**src/verilog/core_pkg.sv**
```systemverilog
package core_pkg;

    // data and address word
    typedef logic [31:0] word_t;

    // register index, 64 architectural registers
    typedef logic [5:0] reg_addr_t;

    // one uart fifo entry
    typedef logic [7:0] byte_t;

    // decoded instruction bundle
    // only the fields the back end looks at
    typedef struct packed {
        // destination and source registers
        reg_addr_t rd;
        reg_addr_t rs1;
        reg_addr_t rs2;
        // sign-extended immediate, added to rs1
        word_t     imm;
        // load from dmem or uart
        logic      memread;
        // store to dmem or uart
        logic      memwrite;
        // write-back takes memory data, not alu result
        logic      memtoreg;
        // write-back enable
        logic      regwrite;
        // store into instruction memory
        logic      imemwrite;
    } inst_t;

    // memory-mapped uart word
    // compared against address bits 25:0 only
    localparam logic [25:0] UART_ADDR = 26'h3fffffc;

    // data cache controller states
    // IDLE accepts accesses, FILL waits out the miss
    typedef enum logic {
        IDLE,
        FILL
    } cache_state_t;

endpackage
```
**src/verilog/reg_writeback.sv**
```systemverilog
`default_nettype none
`timescale 1ns/1ps

module reg_writeback (
    input  logic                clk,
    input  logic                rstn,
    input  logic                enable,
    input  core_pkg::reg_addr_t rd,
    input  logic                regwrite,
    input  core_pkg::word_t     regwdata,
    input  core_pkg::reg_addr_t rs1,
    input  core_pkg::reg_addr_t rs2,
    output core_pkg::word_t     rs1_data,
    output core_pkg::word_t     rs2_data
);

    import core_pkg::*;

    localparam int NUM_REGS = 1 << $bits(reg_addr_t);

    word_t regs [NUM_REGS];

    // commit strobe, r0 never written
    logic wr_en;

    // value pending for rd this cycle
    logic bypass_valid;

    assign wr_en        = regwrite && enable && (rd != '0);
    assign bypass_valid = regwrite && (rd != '0);

    always_ff @(posedge clk) begin
        if (!rstn) begin
            for (int i = 0; i < NUM_REGS; i++) begin
                regs[i] <= '0;
            end
        end else if (wr_en) begin
            regs[rd] <= regwdata;
        end
    end

    // read port with write-first bypass
    // bypass ignores enable, execute is held until fin anyway
    function automatic word_t read_port(reg_addr_t idx, word_t stored);
        word_t val;
        if (idx == '0) begin
            val = '0;
        end else if (bypass_valid && (idx == rd)) begin
            val = regwdata;
        end else begin
            val = stored;
        end
        return val;
    endfunction

    always_comb begin
        rs1_data = read_port(rs1, regs[rs1]);
        rs2_data = read_port(rs2, regs[rs2]);
    end

endmodule

`default_nettype wire

```
**config.mk**
```make
export PLATFORM = sky130hd
export DESIGN_NAME = reg_writeback
export DESIGN_NICKNAME = d
export VERILOG_FILES = /design/src/verilog/core_pkg.sv /design/src/verilog/reg_writeback.sv
export SDC_FILE = /design/constraint.sdc
export NUM_CORES = 2
export LEC_CHECK = 0
export ABC_AREA = 0
export BUFFER_PORTS_ARGS = -buffer_cell sky130_fd_sc_hd__buf_2
export CAP_MARGIN = 20
export CORE_MARGIN = 3
export CORE_UTILIZATION = 42
export DETAILED_ROUTE_END_ITERATION = 8
export HOLD_SLACK_MARGIN = 0.08
export PLACE_DENSITY = 0.63
export SLEW_MARGIN = 20
export SYNTH_ARGS = -nofsm -noshare
export SYNTH_HDL_FRONTEND = slang
export SYNTH_SLANG_ARGS = --single-unit
export TNS_END_PERCENT = 30
```
**constraint.sdc**
```tcl
create_clock -name clk -period 9.3 [get_ports clk]
set_input_delay 2.325 -clock clk [delete_from_list [all_inputs] [get_ports clk]]
set_output_delay 2.325 -clock clk [all_outputs]
set_load 0.1 [all_outputs]
```
==> reports/results.txt <==
status: complete, no violations
hold buffers post-CTS: 0
Tightest Pin Transition: 1.23 ns
critical path endpoint category: output pin
Max Cap Viol: 0
first-pass GRT wire length: 612000 µm
buffer and inverter count on the worst path: 4
CTS max path bufs: 3
minimum clock period: 8.94 ns
CP required: 6.98 ns
critical path launch point type: input port
largest net degree at the start of global routing: 71
post-synth top area share: 0.553
Die Y: 520 µm
leakage power: 0.0444 µW
PostCTS Resize Cnt: 0
Post-Syn Area: 0.111 mm²
Worst slew margin: 0.178
final setup TNS: 0 ns
synth-to-layout area growth: 12.6%
WP data arrival: 6.62 ns
layout net count: 7940
Synth async-reset ratio: 0
Top FF cell, synth: edfxtp_1
synth warn: 0
syn_area_per_cell: 14.0 µm²
Clk network pwr share: 0.381
Final Max Tran Viols: 0
CP max FO: 59
Hold Path Class: input port to flip-flop
initial DRC count: 12600
number of global-route vias before repair: 75100
FMAX: 112 MHz
Top delay family on crit path: buffers and inverters
area leader, netlist: edfxtp_1
clock-pin transition on the worst setup and hold timing paths: 0.06 ns
Regs by FF count: regs: 2048 flops
Largest stage delay, worst path: 1.04 ns
layout cells sized above 1: 0.224
sequential share of the synthesized area: 0.553
internal power: 16900 µW
die area: 0.271 mm²
setup violators final: 0
CP max stage cell: nor4_1
WS Path Type: input port to output pin
wire per inst: 38.6 µm
CTS tree: done
setup repair after global routing missed its margin: no
# IOs: 118
Total GRT Usage: 0.324
largest cells by area after synthesis: edfxtp_1, mux4_2, and2_1
Hold Fails Final Rpt: 0
Synth cell types: 56
cells along the critical path: buf_8 -> clkinv_2 -> buf_12 -> mux2i_1 -> o22ai_1 -> nor4_1 -> a21oi_1 -> buf_12
combinational share of power: 0.152
DP HPWL: 280000 µm
Synth Register Bits: 2048
buffers added on ports: 117
cts bufs inserted: 214
Reg with most FFs: regs
detailed-route DRC error count: 0
number of flops mapped to enable cells by yosys: 2048
Antenna Nets Post-Route: 0
Cells after Synth: 7930
Final Wtd Congestion: 0.992
switch share: 0.277
CTS H-tree lvls: 4
maximum VDD drop: 0.206 mV
CTS root buf: clkbuf_16
most frequent CP cell: buf_12
PD cells: 187 mW/mm²
via count: 76700
share of power burned in registers: 0.467
setup repair bufs after CTS: 0
Clock Sinks: 2048
std cell rows: 188
DRT Wirelength: 449000 µm
TritonRoute pass-1 iters: 8
Core Region: 0.263 mm²
Die X: 520 µm
grt ovf: 0
DR vias/cell: 6.60
Starting Density: 0.423
worst hold slack: 1.89 ns
Largest register FFs: 2048
final critical-path share of the clock period: 0.962
sw power: 6460 µW
initial antenna violation count: 49
-- final cells by class --
type / instances / area (µm²)
inverters: 5 / 20.0
diodes: 21 / 52.6
fillers: 22400 / 138000
multi-input cells: 5030 / 46700
flip-flops and latches: 2048 / 61500
clock inverters: 142 / 1420
well taps: 3515 / 4400
repair buffers: 587 / 5390
clock buffers: 261 / 5680
-- per-stage QoR --
step / power [µW] / utilization / setup WS [ns] / cells / area, µm²
floorplan: 13000 / - / 1.64 / 7961 / 111000
global placement: 14400 / 0.449 / 0.221 / 11200 / 118000
detailed placement: 14500 / 0.449 / 0.583 / 11200 / 118000
CTS: 23200 / 0.476 / 0.622 / 11600 / 125000
global route: 23800 / 0.476 / 0.432 / 11600 / 125000
finish: 23300 / 0.476 / 0.356 / 11600 / 125000
-- kinds of logic after synthesis --
kind of cell	Yosys count	synth area share
and+or+nand+nor	2507	0.136
AOI/OAI and AO/OA	909	0.0549
DFF	2048	0.553
other	1	0.0000337
xor gates and xnor gates	12	0.000946
buffers and inverters	883	0.0374
muxes	1570	0.217
-- layer usage --
metal / vias to the layer above / wire length [µm] / global-route usage
li1: 30000 / - / -
met2: 6164 / 197000 / 0.483
met1: 39000 / 151000 / 0.390
met4: 18 / 41300 / 0.247
met5: - / 299 / 0.00228
met3: 1439 / 59500 / 0.105
-- cells in the mapped netlist, drive strengths merged, types with 5 or more instances --
cell / n
nand4: 13
nand3: 137
nand2: 86
nor2b: 44
nand2b: 24
inv: 5
mux2: 53
a221o: 15
nor2: 119
and2: 2020
a221oi: 15
o221ai: 37
o22ai: 104
mux2i: 849
nand3b: 6
nor4: 27
xor2: 8
a211o: 5
o211ai: 42
a211oi: 92
a22o: 26
buf: 280
a22oi: 218
edfxtp: 2048
or3b: 6
a2111oi: 17
a21oi: 129
a31oi: 10
clkbuf: 598
o21ai: 186
mux4: 668
nor3: 19
-- cell usage in the layout, fill, tap and decap left out, drive strengths merged, types with 27 or more instances in the layout --
cell	instances
a211oi	92
a21oi	129
a22oi	218
and2	2020
buf	587
bufinv	27
clkbuf	261
clkinv	107
conb	32
edfxtp	2048
mux2	53
mux2i	849
mux4	668
nand2	86
nand3	137
nor2	119
nor2b	44
nor4	27
o211ai	42
o21ai	186
o221ai	37
o22ai	104
-- power groups by stage --
| stage | combinational [µW] | clock, µW | sequential, µW |
|---|---|---|---|
| detailed placement | 3420 | 0 | 11100 |
| CTS | 3430 | 8910 | 10900 |
| finish | 3540 | 8900 | 10900 |
| global placement | 3410 | 0 | 11000 |
| floorplan | 1970 | 0 | 11000 |
| global route | 3570 | 9280 | 10900 |
-- final timing paths --
check / depth (start not counted) / slack [ns] / to / from
max: 8 / 0.36 / rs2_data[6] / rs2[1]
min: 2 / 1.89 / regs[15][29] / regwdata[29]
Note: power is estimated with default switching activity, not from simulation.
