==> src/verilog/core_pkg.sv <==
package core_pkg;

    // data and address word
    typedef logic [31:0] word_t;

    // register index, 64 architectural registers
    typedef logic [5:0] reg_addr_t;

    // one uart fifo entry
    typedef logic [7:0] byte_t;

    // decoded instruction bundle
    // only the fields the back end looks at
    typedef struct packed {
        // destination and source registers
        reg_addr_t rd;
        reg_addr_t rs1;
        reg_addr_t rs2;
        // sign-extended immediate, added to rs1
        word_t     imm;
        // load from dmem or uart
        logic      memread;
        // store to dmem or uart
        logic      memwrite;
        // write-back takes memory data, not alu result
        logic      memtoreg;
        // write-back enable
        logic      regwrite;
        // store into instruction memory
        logic      imemwrite;
    } inst_t;

    // memory-mapped uart word
    // compared against address bits 25:0 only
    localparam logic [25:0] UART_ADDR = 26'h3fffffc;

    // data cache controller states
    // IDLE accepts accesses, FILL waits out the miss
    typedef enum logic {
        IDLE,
        FILL
    } cache_state_t;

endpackage
==> src/verilog/ex_mem_if.sv <==
`default_nettype none
`timescale 1ns/1ps

// execute results handed to the memory stage
interface ex_mem_if;

    import core_pkg::*;

    // instruction currently in execute
    inst_t inst;

    // rs1 + imm, used as load/store address
    word_t aluresult;

    // value written back for non-memory instructions
    word_t result;

    // rs2 value, store data
    word_t rdata1;

    // execute side drives everything
    modport producer (
        output inst,
        output aluresult,
        output result,
        output rdata1
    );

    // memory stage samples into its EM register
    modport consumer (
        input inst,
        input aluresult,
        input result,
        input rdata1
    );

endinterface

`default_nettype wire

==> src/verilog/exec_unit.sv <==
`default_nettype none
`timescale 1ns/1ps

module exec_unit (
    input  core_pkg::inst_t   inst,
    input  core_pkg::word_t   rs1_data,
    input  core_pkg::word_t   rs2_data,
    output core_pkg::reg_addr_t rs1,
    output core_pkg::reg_addr_t rs2,
    ex_mem_if.producer        ex
);

    import core_pkg::*;

    // base + offset
    word_t sum;

    // register file read indices
    // data comes back combinationally, bypassed if needed
    assign rs1 = inst.rs1;
    assign rs2 = inst.rs2;

    // single adder serves both addi and load/store addressing
    assign sum = rs1_data + inst.imm;

    // instruction travels on unchanged
    assign ex.inst = inst;

    // address for memory ops
    assign ex.aluresult = sum;

    // addi result, same adder output
    assign ex.result = sum;

    // store data from the second operand
    assign ex.rdata1 = rs2_data;

    // decoder must never emit a load and a store at once
    // the memory stage steering assumes one or the other
    always_comb begin
        assert (!(inst.memread && inst.memwrite))
            else $error("exec_unit: memread and memwrite both set");
    end

endmodule

`default_nettype wire

==> src/flat_wrapper.sv <==
// flat-port wrapper written by rule: the top's interface ports become plain ports
module exec_unit_flat import core_pkg::*;
  (inst, rs1_data, rs2_data, rs1, rs2, ex_inst, ex_aluresult, ex_result, ex_rdata1);
  ex_mem_if ex_i ();
  input  core_pkg::inst_t inst;
  input  core_pkg::word_t rs1_data;
  input  core_pkg::word_t rs2_data;
  output core_pkg::reg_addr_t rs1;
  output core_pkg::reg_addr_t rs2;
  output wire logic [$bits(ex_i.inst)-1:0] ex_inst;
  output wire logic [$bits(ex_i.aluresult)-1:0] ex_aluresult;
  output wire logic [$bits(ex_i.result)-1:0] ex_result;
  output wire logic [$bits(ex_i.rdata1)-1:0] ex_rdata1;
  assign ex_inst = ex_i.inst;
  assign ex_aluresult = ex_i.aluresult;
  assign ex_result = ex_i.result;
  assign ex_rdata1 = ex_i.rdata1;
  exec_unit u_core (.inst(inst), .rs1_data(rs1_data), .rs2_data(rs2_data), .rs1(rs1), .rs2(rs2), .ex(ex_i));
endmodule
==> config.mk <==
export PLATFORM = sky130hd
export DESIGN_NAME = exec_unit_flat
export DESIGN_NICKNAME = d
export VERILOG_FILES = /design/src/verilog/core_pkg.sv /design/src/verilog/ex_mem_if.sv /design/src/verilog/exec_unit.sv /design/src/flat_wrapper.sv
export SDC_FILE = /design/constraint.sdc
export NUM_CORES = 1
export LEC_CHECK = 0
export BUFFER_PORTS_ARGS = -buffer_cell sky130_fd_sc_hd__buf_2
export CAP_MARGIN = 20
export CELL_PAD_IN_SITES_DETAIL_PLACEMENT = 1
export CELL_PAD_IN_SITES_GLOBAL_PLACEMENT = 2
export CORE_MARGIN = 4
export CORE_UTILIZATION = 18
export DETAILED_ROUTE_END_ITERATION = 8
export GPL_TIMING_DRIVEN = 0
export PLACE_DENSITY = 0.88
export SYNTH_ARGS = -nofsm -noshare
export SYNTH_HDL_FRONTEND = slang
export SYNTH_SLANG_ARGS = --single-unit
==> constraint.sdc <==
create_clock -name vclk -period 2.55
set_input_delay 0.1275 -clock vclk [all_inputs]
set_output_delay 0.1275 -clock vclk [all_outputs]
set_load 0.1 [all_outputs]
==> summary.md <==
| Metric | Value |
|---|---|
| DP HPWL | `10900 um` |
| Area of the die | `19000 um^2` |
| Layout area overhead | `107%` |
| Via count | `3739` |
| RD Place Congestion | `0.756` |
| Starting Density | `0.183` |
| Most frequent cell after synthesis | `buf_4` |
| Flop pwr share | `0` |
| Max-slew violation count | `0` |
| Failing checks | `setup timing` |
| Crit path arrival time | `2.51 ns` |
| Max Cap Violations | `0` |
| Worst Setup End Kind | `output pin` |
| Total Routed Length | `12900 um` |
| Post-DRT Antenna Nets | `0` |
| Vias in the first global route | `3905` |
| Area leader, netlist | `buf_4` |
| Seq_cells | `0` |
| Num rows | `47` |
| Slew HR | `0.670` |
| Worst Hold Class | `primary input to output pin` |
| Gate power share | `1.000` |
| Via/cell ratio | `4.21` |
| Distinct cell type count after synthesis | `66` |
| RSZ-0062 raised after global routing | `yes` |
| Grt total ovfl | `0` |
| Largest net degree at the start of global routing | `11` |
| DRC viols | `0` |
| Reg area | `0 um^2` |
| Final Hold Fails | `0` |
| VDD IR max | `457 uV` |
| Synth area leaders | `buf_4 33%, ha_1 13%, a21oi_1 4.6%, xnor2_1 3.8%, a21o_1 3.5%` |
| Minimum clock period | `2.64 ns` |
| Layout cell share with drive strength beyond 1 | `0.753` |
| Initial antenna violation count | `0` |
| Post-route setup slack | `-0.0915 ns` |
| Synth cell count leaders | `133 x buf_4, 31 x ha_1, 28 x a21oi_1, 20 x nand2_1, 20 x nor2_1` |
| Avg WL per Cell | `14.5 um` |
| CORE AREA | `16500 um^2` |
| Synth Warn # | `0` |
| Sw Ratio | `0.700` |
| Setup crit start kind | `primary input` |
| Port Buffers | `227` |
| Ant. Diodes | `0` |
| Mapped Nets | `557` |
| Post-cts hold buffer count | `0` |
| Mapped Area | `3030 um^2` |
| Worst-Margin Slew | `0.498 ns` |
| Final period utilization | `1.04` |
| Hold Path Cell Cnt | `2` |
| I/O pin cnt | `282` |
| Share of the synthesized area in the top cell type | `0.330` |
| Max Fclk | `379 MHz` |
| Inst Count DP | `853` |
| Power Total | `4.29 mW` |
| Total track usage | `0.120` |
| Final nets | `821` |
| Clock buf count | `0` |
| First-pass GRT wire length | `18800 um` |
| Initial DRC Count | `43` |
| Worst-path fanout max | `3` |
| Outcome | `complete, but fails checks` |
| Die Ht | `138 um` |
| Sw Pwr | `3.00 mW` |
| Synthesized instance count | `406` |
| P_int | `1.29 mW` |
| Final core utilization | `0.379` |
| Clock Power Share | `0` |
| Pwr Density | `685 nW/um^2` |
| Pleak | `3.01 nW` |
| WS Path Type | `primary input to output pin` |
| Layout Cells excl Fill | `888` |
| Sequential fraction of the synthesis area | `0` |
| 1st-pass router iterations | `4` |
| Worst Path Required | `2.42 ns` |
| Final count of negative-setup-slack endpoints | `8` |
| Post-Syn Area per Cell | `7.46 um^2` |
| Die width | `138 um` |
[kinds of logic after synthesis]
kind of cell / Yosys count / share of synthesized area
multiplexers: 5 / 0.0169
XOR/XNOR: 23 / 0.0665
AO/OA/AOI/OAI: 107 / 0.259
buffers and inverters: 152 / 0.366
AND/OR/NAND/NOR: 87 / 0.156
adder cells (fa/ha/maj): 32 / 0.135
[power by group through the flow]
stage	registers [mW]	logic, mW	clock network, mW
floorplan	0	3.34	0
global placement	0	3.80	0
detailed placement	0	3.82	0
CTS	0	4.14	0
global route	0	4.45	0
finish	0	4.29	0
[layout make-up]
type	instances	area, um^2
Timing Repair Buffer	265	1870
Buffer	138	1190
Multi-Input combinational cell	254	2880
Fill cell	1941	10300
Inverter	11	41.3
Tap cell	220	275
[metal layers]
metal / part of all wire / track usage / up-vias
li1: - / - / 1851
met1: 0.37 / 0.141 / 1728
met2: 0.55 / 0.241 / 158
met3: 0.080 / 0.0161 / 2
met4: 0.0021 / 0.00220 / 0
met5: 0 / 0 / -
[stage by stage]
stage,setup TNS (ns),setup WS (ns),area [um^2],hold slack (ns)
floorplan,-6.18,-0.774,3810,0.467
detailed placement,-10.87,-0.669,5220,0.640
global placement,-10.62,-0.620,5220,0.639
global route,-1.60,-0.195,6260,0.643
CTS,-0.506,-0.150,5860,0.640
finish,-0.358,-0.0915,6260,0.639
[repair_timing]
action,in CTS,in global routing
setup buffers,28,13
pin swaps,31,29
resized for setup,106,73
endpoints found under the setup margin,37,36
[final timing paths]
check | to | start | slack [ns]
setup / recovery | ex_result[26] | inst[5] | -0.09
hold / removal | ex_rdata1[9] | rs2_data[9] | 0.64
[layout by cell type, fill, tap and decap left out, types with 3 or more instances in the layout]
master and n:
nor2_1 18, o21ai_0 10, a21oi_4 4, a21oi_1 17, clkbuf_2 3, xor2_2 3, mux2i_1 4, clkbuf_4 8
nand2_1 17, a211o_1 3, buf_2 175, xor2_4 6, buf_12 21, inv_1 11, buf_8 7, o21a_1 4
xnor2_2 4, and4_1 5, buf_6 27, nand3_1 6, xnor2_4 7, a21oi_2 7, ha_1 10, nor2b_1 3
a21o_1 14, nand4_1 5, ha_4 21, nand2b_1 4, nor3_1 3, o211ai_1 5, buf_4 159, a211oi_1 3
[worst max-delay path, stage by stage]
cell and delay, ns:
buf_8 0.10, ha_4 0.16, fa_2 0.36, a21o_1 0.20
a311oi_2 0.29, or4_4 0.21, a2111oi_4 0.09, buf_4 0.16
or4_4 0.42, nand3_4 0.13, buf_12 0.11, buf_12 0.16
Note: power is estimated with default switching activity, not from simulation.
