<file path="config.mk">
export PLATFORM = sky130hd
export DESIGN_NAME = memory_stage_flat
export DESIGN_NICKNAME = d
export VERILOG_FILES = /design/src/verilog/core_pkg.sv /design/src/verilog/ex_mem_if.sv /design/src/verilog/memory_stage.sv /design/src/flat_wrapper.sv
export SDC_FILE = /design/constraint.sdc
export NUM_CORES = 1
export LEC_CHECK = 0
export BUFFER_PORTS_ARGS = -buffer_cell sky130_fd_sc_hd__buf_2
export CAP_MARGIN = 0
export CORE_AREA = 3 3 145 147
export DETAILED_ROUTE_END_ITERATION = 16
export DIE_AREA = 0 0 148 150
export PLACE_DENSITY_LB_ADDON = 0.1
export SLEW_MARGIN = 20
export SYNTH_ARGS = -nofsm -noshare
export SYNTH_HDL_FRONTEND = slang
export SYNTH_SLANG_ARGS = --single-unit
</file>
<file path="constraint.sdc">
create_clock -name clk -period 1.6 [get_ports clk]
set_input_delay 0.24 -clock clk [delete_from_list [all_inputs] [get_ports clk]]
set_output_delay 0.24 -clock clk [all_outputs]
set_load 0.02 [all_outputs]
</file>
<file path="src/verilog/core_pkg.sv">
package core_pkg;

    // data and address word
    typedef logic [31:0] word_t;

    // register index, 64 architectural registers
    typedef logic [5:0] reg_addr_t;

    // one uart fifo entry
    typedef logic [7:0] byte_t;

    // decoded instruction bundle
    // only the fields the back end looks at
    typedef struct packed {
        // destination and source registers
        reg_addr_t rd;
        reg_addr_t rs1;
        reg_addr_t rs2;
        // sign-extended immediate, added to rs1
        word_t     imm;
        // load from dmem or uart
        logic      memread;
        // store to dmem or uart
        logic      memwrite;
        // write-back takes memory data, not alu result
        logic      memtoreg;
        // write-back enable
        logic      regwrite;
        // store into instruction memory
        logic      imemwrite;
    } inst_t;

    // memory-mapped uart word
    // compared against address bits 25:0 only
    localparam logic [25:0] UART_ADDR = 26'h3fffffc;

    // data cache controller states
    // IDLE accepts accesses, FILL waits out the miss
    typedef enum logic {
        IDLE,
        FILL
    } cache_state_t;

endpackage
</file>
<file path="src/verilog/ex_mem_if.sv">
`default_nettype none
`timescale 1ns/1ps

// execute results handed to the memory stage
interface ex_mem_if;

    import core_pkg::*;

    // instruction currently in execute
    inst_t inst;

    // rs1 + imm, used as load/store address
    word_t aluresult;

    // value written back for non-memory instructions
    word_t result;

    // rs2 value, store data
    word_t rdata1;

    // execute side drives everything
    modport producer (
        output inst,
        output aluresult,
        output result,
        output rdata1
    );

    // memory stage samples into its EM register
    modport consumer (
        input inst,
        input aluresult,
        input result,
        input rdata1
    );

endinterface

`default_nettype wire

</file>
<file path="src/verilog/memory_stage.sv">
`default_nettype none
`timescale 1ns/1ps

module memory_stage (
    input  logic                clk,
    input  logic                rstn,
    input  logic                enable,
    ex_mem_if.consumer          ex,
    output logic                fin,
    output core_pkg::word_t     addr,
    output core_pkg::word_t     wdata,
    input  core_pkg::word_t     rdata,
    output logic                write_enable,
    output logic                read_enable,
    input  logic                miss,
    output core_pkg::reg_addr_t rd,
    output logic                regwrite,
    output core_pkg::word_t     regwdata,
    output logic                imemwrite,
    output core_pkg::word_t     imemwaddr,
    output core_pkg::word_t     imemwdata,
    input  core_pkg::byte_t     uart_rx_data,
    input  logic                empty,
    input  logic                full,
    output logic                uart_rd_en,
    output logic                uart_wr_en,
    output core_pkg::byte_t     uart_tx_data
);

    import core_pkg::*;

    // EM pipeline register
    inst_t inst_em;
    word_t aluresult_em;
    word_t result_em;
    word_t rdata1_em;

    // uart address hits on the execute and EM side
    logic is_uart_ex;
    logic is_uart_em;

    // load data before the write-back select
    word_t memrdata;

    // capture only while the pipeline advances
    always_ff @(posedge clk) begin
        if (!rstn) begin
            inst_em      <= '0;
            aluresult_em <= '0;
            result_em    <= '0;
            rdata1_em    <= '0;
        end else if (enable) begin
            inst_em      <= ex.inst;
            aluresult_em <= ex.aluresult;
            result_em    <= ex.result;
            rdata1_em    <= ex.rdata1;
        end
    end

    assign is_uart_ex = (ex.aluresult[25:0] == UART_ADDR);
    assign is_uart_em = (aluresult_em[25:0] == UART_ADDR);

    // cache access issues from execute so data is back in the EM cycle
    // during a miss the cache sees the held EM access
    assign addr  = miss ? aluresult_em : ex.aluresult;
    assign wdata = miss ? rdata1_em : ex.rdata1;

    // no new access while stalled so cache and EM stay aligned
    assign write_enable = !miss && enable && ex.inst.memwrite && !is_uart_ex;
    assign read_enable  = !miss && enable && ex.inst.memread && !is_uart_ex;

    // uart side works off the EM register
    assign uart_rd_en   = inst_em.memread && is_uart_em;
    assign uart_wr_en   = inst_em.memwrite && is_uart_em;
    assign uart_tx_data = rdata1_em[7:0];

    // rx byte zero-extended
    assign memrdata = is_uart_em ? {24'b0, uart_rx_data} : rdata;

    // write-back select
    assign regwdata = inst_em.memtoreg ? memrdata : result_em;
    assign rd       = inst_em.rd;
    assign regwrite = inst_em.regwrite;

    // imem store goes out untouched
    assign imemwrite = inst_em.imemwrite;
    assign imemwaddr = aluresult_em;
    assign imemwdata = rdata1_em;

    // done unless waiting on the cache or a fifo
    assign fin = !(uart_rd_en && empty) && !(uart_wr_en && full) && !miss;

    // a miss always belongs to the cache access held in EM
    // never to a uart access
    a_miss_not_uart: assert property (
        @(posedge clk) disable iff (!rstn)
        miss |-> !(uart_rd_en || uart_wr_en)
    ) else $error("memory_stage: cache miss while EM holds a uart access");

endmodule

`default_nettype wire

</file>
<file path="src/flat_wrapper.sv">
// flat-port wrapper written by rule: the top's interface ports become plain ports
module memory_stage_flat import core_pkg::*;
  (clk, rstn, enable, fin, addr, wdata, rdata, write_enable, read_enable, miss, rd, regwrite, regwdata, imemwrite, imemwaddr, imemwdata, uart_rx_data, empty, full, uart_rd_en, uart_wr_en, uart_tx_data, ex_inst, ex_aluresult, ex_result, ex_rdata1);
  ex_mem_if ex_i ();
  input  logic clk;
  input  logic rstn;
  input  logic enable;
  output logic fin;
  output core_pkg::word_t addr;
  output core_pkg::word_t wdata;
  input  core_pkg::word_t rdata;
  output logic write_enable;
  output logic read_enable;
  input  logic miss;
  output core_pkg::reg_addr_t rd;
  output logic regwrite;
  output core_pkg::word_t regwdata;
  output logic imemwrite;
  output core_pkg::word_t imemwaddr;
  output core_pkg::word_t imemwdata;
  input  core_pkg::byte_t uart_rx_data;
  input  logic empty;
  input  logic full;
  output logic uart_rd_en;
  output logic uart_wr_en;
  output core_pkg::byte_t uart_tx_data;
  input wire logic [$bits(ex_i.inst)-1:0] ex_inst;
  input wire logic [$bits(ex_i.aluresult)-1:0] ex_aluresult;
  input wire logic [$bits(ex_i.result)-1:0] ex_result;
  input wire logic [$bits(ex_i.rdata1)-1:0] ex_rdata1;
  assign ex_i.inst = ex_inst;
  assign ex_i.aluresult = ex_aluresult;
  assign ex_i.result = ex_result;
  assign ex_i.rdata1 = ex_rdata1;
  memory_stage u_core (.clk(clk), .rstn(rstn), .enable(enable), .ex(ex_i), .fin(fin), .addr(addr), .wdata(wdata), .rdata(rdata), .write_enable(write_enable), .read_enable(read_enable), .miss(miss), .rd(rd), .regwrite(regwrite), .regwdata(regwdata), .imemwrite(imemwrite), .imemwaddr(imemwaddr), .imemwdata(imemwdata), .uart_rx_data(uart_rx_data), .empty(empty), .full(full), .uart_rd_en(uart_rd_en), .uart_wr_en(uart_wr_en), .uart_tx_data(uart_tx_data));
endmodule
</file>
==> reports/metrics.yaml <==
outcome:
  status: "complete, but fails checks"
  violations: "negative setup slack"
clock_tree:
  clock_path_buffers: 2
  clock_sinks: 107
  htreeDepth: 3
  cts_buffers: 9
  clk_latency_ns: 0.34
  cts_tree: "done"
  path_clk_slew_ns: 0.07
  cts_root_buf: "clkbuf_16"
power_and_ir_drop:
  ir_drop_mv: 0.535
  leakage_nw: 4.32
  powerDensity_nw_per_um2: 830
finish:
  post-route-util_pct: 43.7
  drive_gt1_share_pct: 57.7
  final.fill_count: 1987
  area_growth_pct: 56.7
  nets: 1123
setup_path:
  crit_type: "reg -> out"
  setup.worst_path.start_class: "flip-flop"
  required_ns: 1.36
  crit_arrival_ns: 2.05
  crit_path_max_incr_delay_ns: 0.56
  crit_slowest_cell: "or4_4"
  path_cells: "nand4bb_4 -> or4_4 -> nor2_8 -> buf_12 -> buf_16 -> o22ai_4 -> buf_6"
  cp_max_fo: 6
  path_buf_inv: 3
  endpoint_kind: "output port"
  critPathTopFamily: "simple AND/OR/NAND/NOR gates"
timing:
  relSlewSlack_pct: 70.7
  rsz0062_at_grt: "true"
  max_freq_mhz: 436
  period_minus_slack_ns: 2.29
  fin_setup_tns_ns: -22.67
  hold_viol: 0
  finalSetupViolCount: 35
  worst_pin_slew_ns: 0.439
  fin_ws_ns: -0.694
  fin_crit_sh_pct: 143
  finalMaxSlewViolations: 0
  fin_skew_ns: 0
floorplanning:
  initial_core_util_pct: 27.9
  die_height_um: 150
  coreArea_um2: 20000
  num_rows: 52
  io_pins: 378
  fp.dieW_um: 148
  die_area_um2: 22200
global_route:
  grt_pass1_vias: 5076
  grt_usage_pct: 15.9
  grt_pass1_wl_mm: 28.0
  antenna_found_initial: 2
  grt_max_degree: 108
  grt_overflow: 0
logic_synthesis:
  ys_ff_latch: 107
  synth_top_area_share_pct: 38.3
  synth_mux_area_share_pct: 32.1
  synthCells: 573
  ys_seq_area_share_pct: 38.3
  yosysWarnings: 0
  synth.distinct_cells: 26
  yosys.area_share.xor_xnor_pct: 0
  yosys.area_share.simple_pct: 18.0
  synth_area_per_cell_um2: 9.75
  synth_top_area_cell: "dfxtp_1"
  synth_fa_ha_area_share_pct: 0
  syn-cell-area_um2: 5590
  synth-edff-count: 0
  synth_nets: 770
  synth_compound_area_share_pct: 4.66
  synthArstFlopShare_pct: 0
  synth_area_leaders: "dfxtp_1 (38%), mux2i_1 (19%), mux2_2 (13%), nor2b_1 (12%), o22ai_1 (2.7%)"
  synth_top_family_by_area: "multiplexers"
  synth-main-ff-cell: "dfxtp_1"
route:
  drtPass1Iterations: 4
  viasPerCell: 4.36
  drt_wl_total_mm: 18.4
  final_antenna_net_count: 0
  vias: 5246
  drt-initial-drc-count: 120
  wire_per_inst_um: 15.3
  route.detailed.drc: 0
place:
  gp_congestion: 0.723
  numPortBuffers: 333
  dpl.hpwl_mm: 14.0
flow_run:
  maxCapViolCount: 0
hold_path:
  holdCritPathClass: "in -> reg"
## timing repair
action	4_1_cts	5_1_grt
setup buffers	3	1
gates cloned	2	0
pin swaps	29	9
endpoints found under the setup margin	35	35
resized for setup	58	14
hold buffers	0	0
## path summary, 6_finish.rpt
kind / from / to / slack (ns) / cells after the start
hold / removal: ex_result[9] / u_core.result_em[9] / 0.15 / 3
setup / recovery: u_core.imemwaddr[1] / regwdata[27] / -0.69 / 7
setup reg to reg: u_core.inst_em[2] / u_core.inst_em[2] / 0.69 / 2
hold reg to reg: u_core.rd[0] / u_core.rd[0] / 0.52 / 2
## cells in the final DEF (no fill, tap or decap), types with 2 or more instances in the layout
cell type | Yosys | routed
inv_1 | 24 | 24
clkbuf_16 | 0 | 10
dfxtp_4 | 0 | 4
mux2i_1 | 107 | 107
nand4_1 | 10 | 10
nor2_1 | 9 | 9
buf_2 | 15 | 311
buf_12 | 0 | 9
nor2b_1 | 107 | 107
o21ai_4 | 0 | 2
o22ai_1 | 24 | 5
mux2_2 | 64 | 64
clkbuf_8 | 0 | 2
o21ai_2 | 0 | 6
nand3_1 | 8 | 8
dfxtp_2 | 0 | 18
buf_16 | 0 | 2
nand2_1 | 27 | 27
buf_6 | 2 | 18
and3_1 | 4 | 2
o22ai_4 | 0 | 11
dfxtp_1 | 107 | 85
o22ai_2 | 0 | 8
buf_4 | 15 | 56
a31oi_1 | 9 | 7
and3_4 | 0 | 2
## state kept, by name, indices dropped and copies added, names as in the netlist
name,flops
u_core.inst_em,3
u_core.imemwaddr,32
u_core.rd,6
u_core.imemwdata,32
u_core.regwrite,1
u_core.imemwrite,1
u_core.result_em,32
## Yosys cell counts (all sizes together), types with 9 or more instances
library cell / count
dfxtp: 107
mux2i: 107
nor2b: 107
mux2: 64
buf: 32
nand2: 27
inv: 24
o22ai: 24
clkbuf: 23
nand4: 10
nor2: 10
a31oi: 9
## layer usage
metal / vias to the layer above / track usage [%] / wire length (um)
li1: 2670 / - / -
met1: 2355 / 20.1 / 7950
met2: 200 / 27.5 / 9090
met3: 17 / 3.06 / 1180
met4: 4 / 4.53 / 177
met5: - / 0 / 27
## tightest hold or removal path: cells and delay by family
| kind | cells | cell delay, ns |
|---|---|---|
| AND/OR/NAND/NOR | 1 | 0.09 |
| buffers and inverters | 1 | 0.07 |
| multiplexers | 1 | 0.05 |
## stage by stage
stage	hold slack [ns]	area, um^2	setup slack (ns)	std cells	power (W)
floorplan	0.408	5870	-0.279	573	0.00412
global placement	0.493	8120	-0.501	1181	0.00487
detailed placement	0.499	8120	-0.517	1181	0.00486
CTS	0.128	8720	-0.850	1202	0.00741
global route	0.140	8750	-0.778	1201	0.00767
finish	0.150	8760	-0.694	1202	0.00727
## logic make-up after synthesis
group | count (synthesis)
mux | 171
compound gates | 43
flops | 107
buf+inv | 79
simple gates | 173
## layout make-up
type	count	area [um^2]	area share, %
Multi-Input combinational cell	387	3390	38.7
Timing Repair Buffer	397	2430	27.8
Sequential cell	107	2180	24.9
Tap cell	270	338	3.86
Clock buffer	12	278	3.17
Inverter	24	90.1	1.03
Clock inverter	4	52.6	0.600
Antenna cell	1	2.50	0.0286
## where the power goes
group	total (W)	switching [W]	internal [W]
logic	0.00192	0.00103	0.000892
clock network	0.00241	0.00101	0.00140
registers	0.00293	0.000108	0.00283
(Power assumes the default switching activity.)
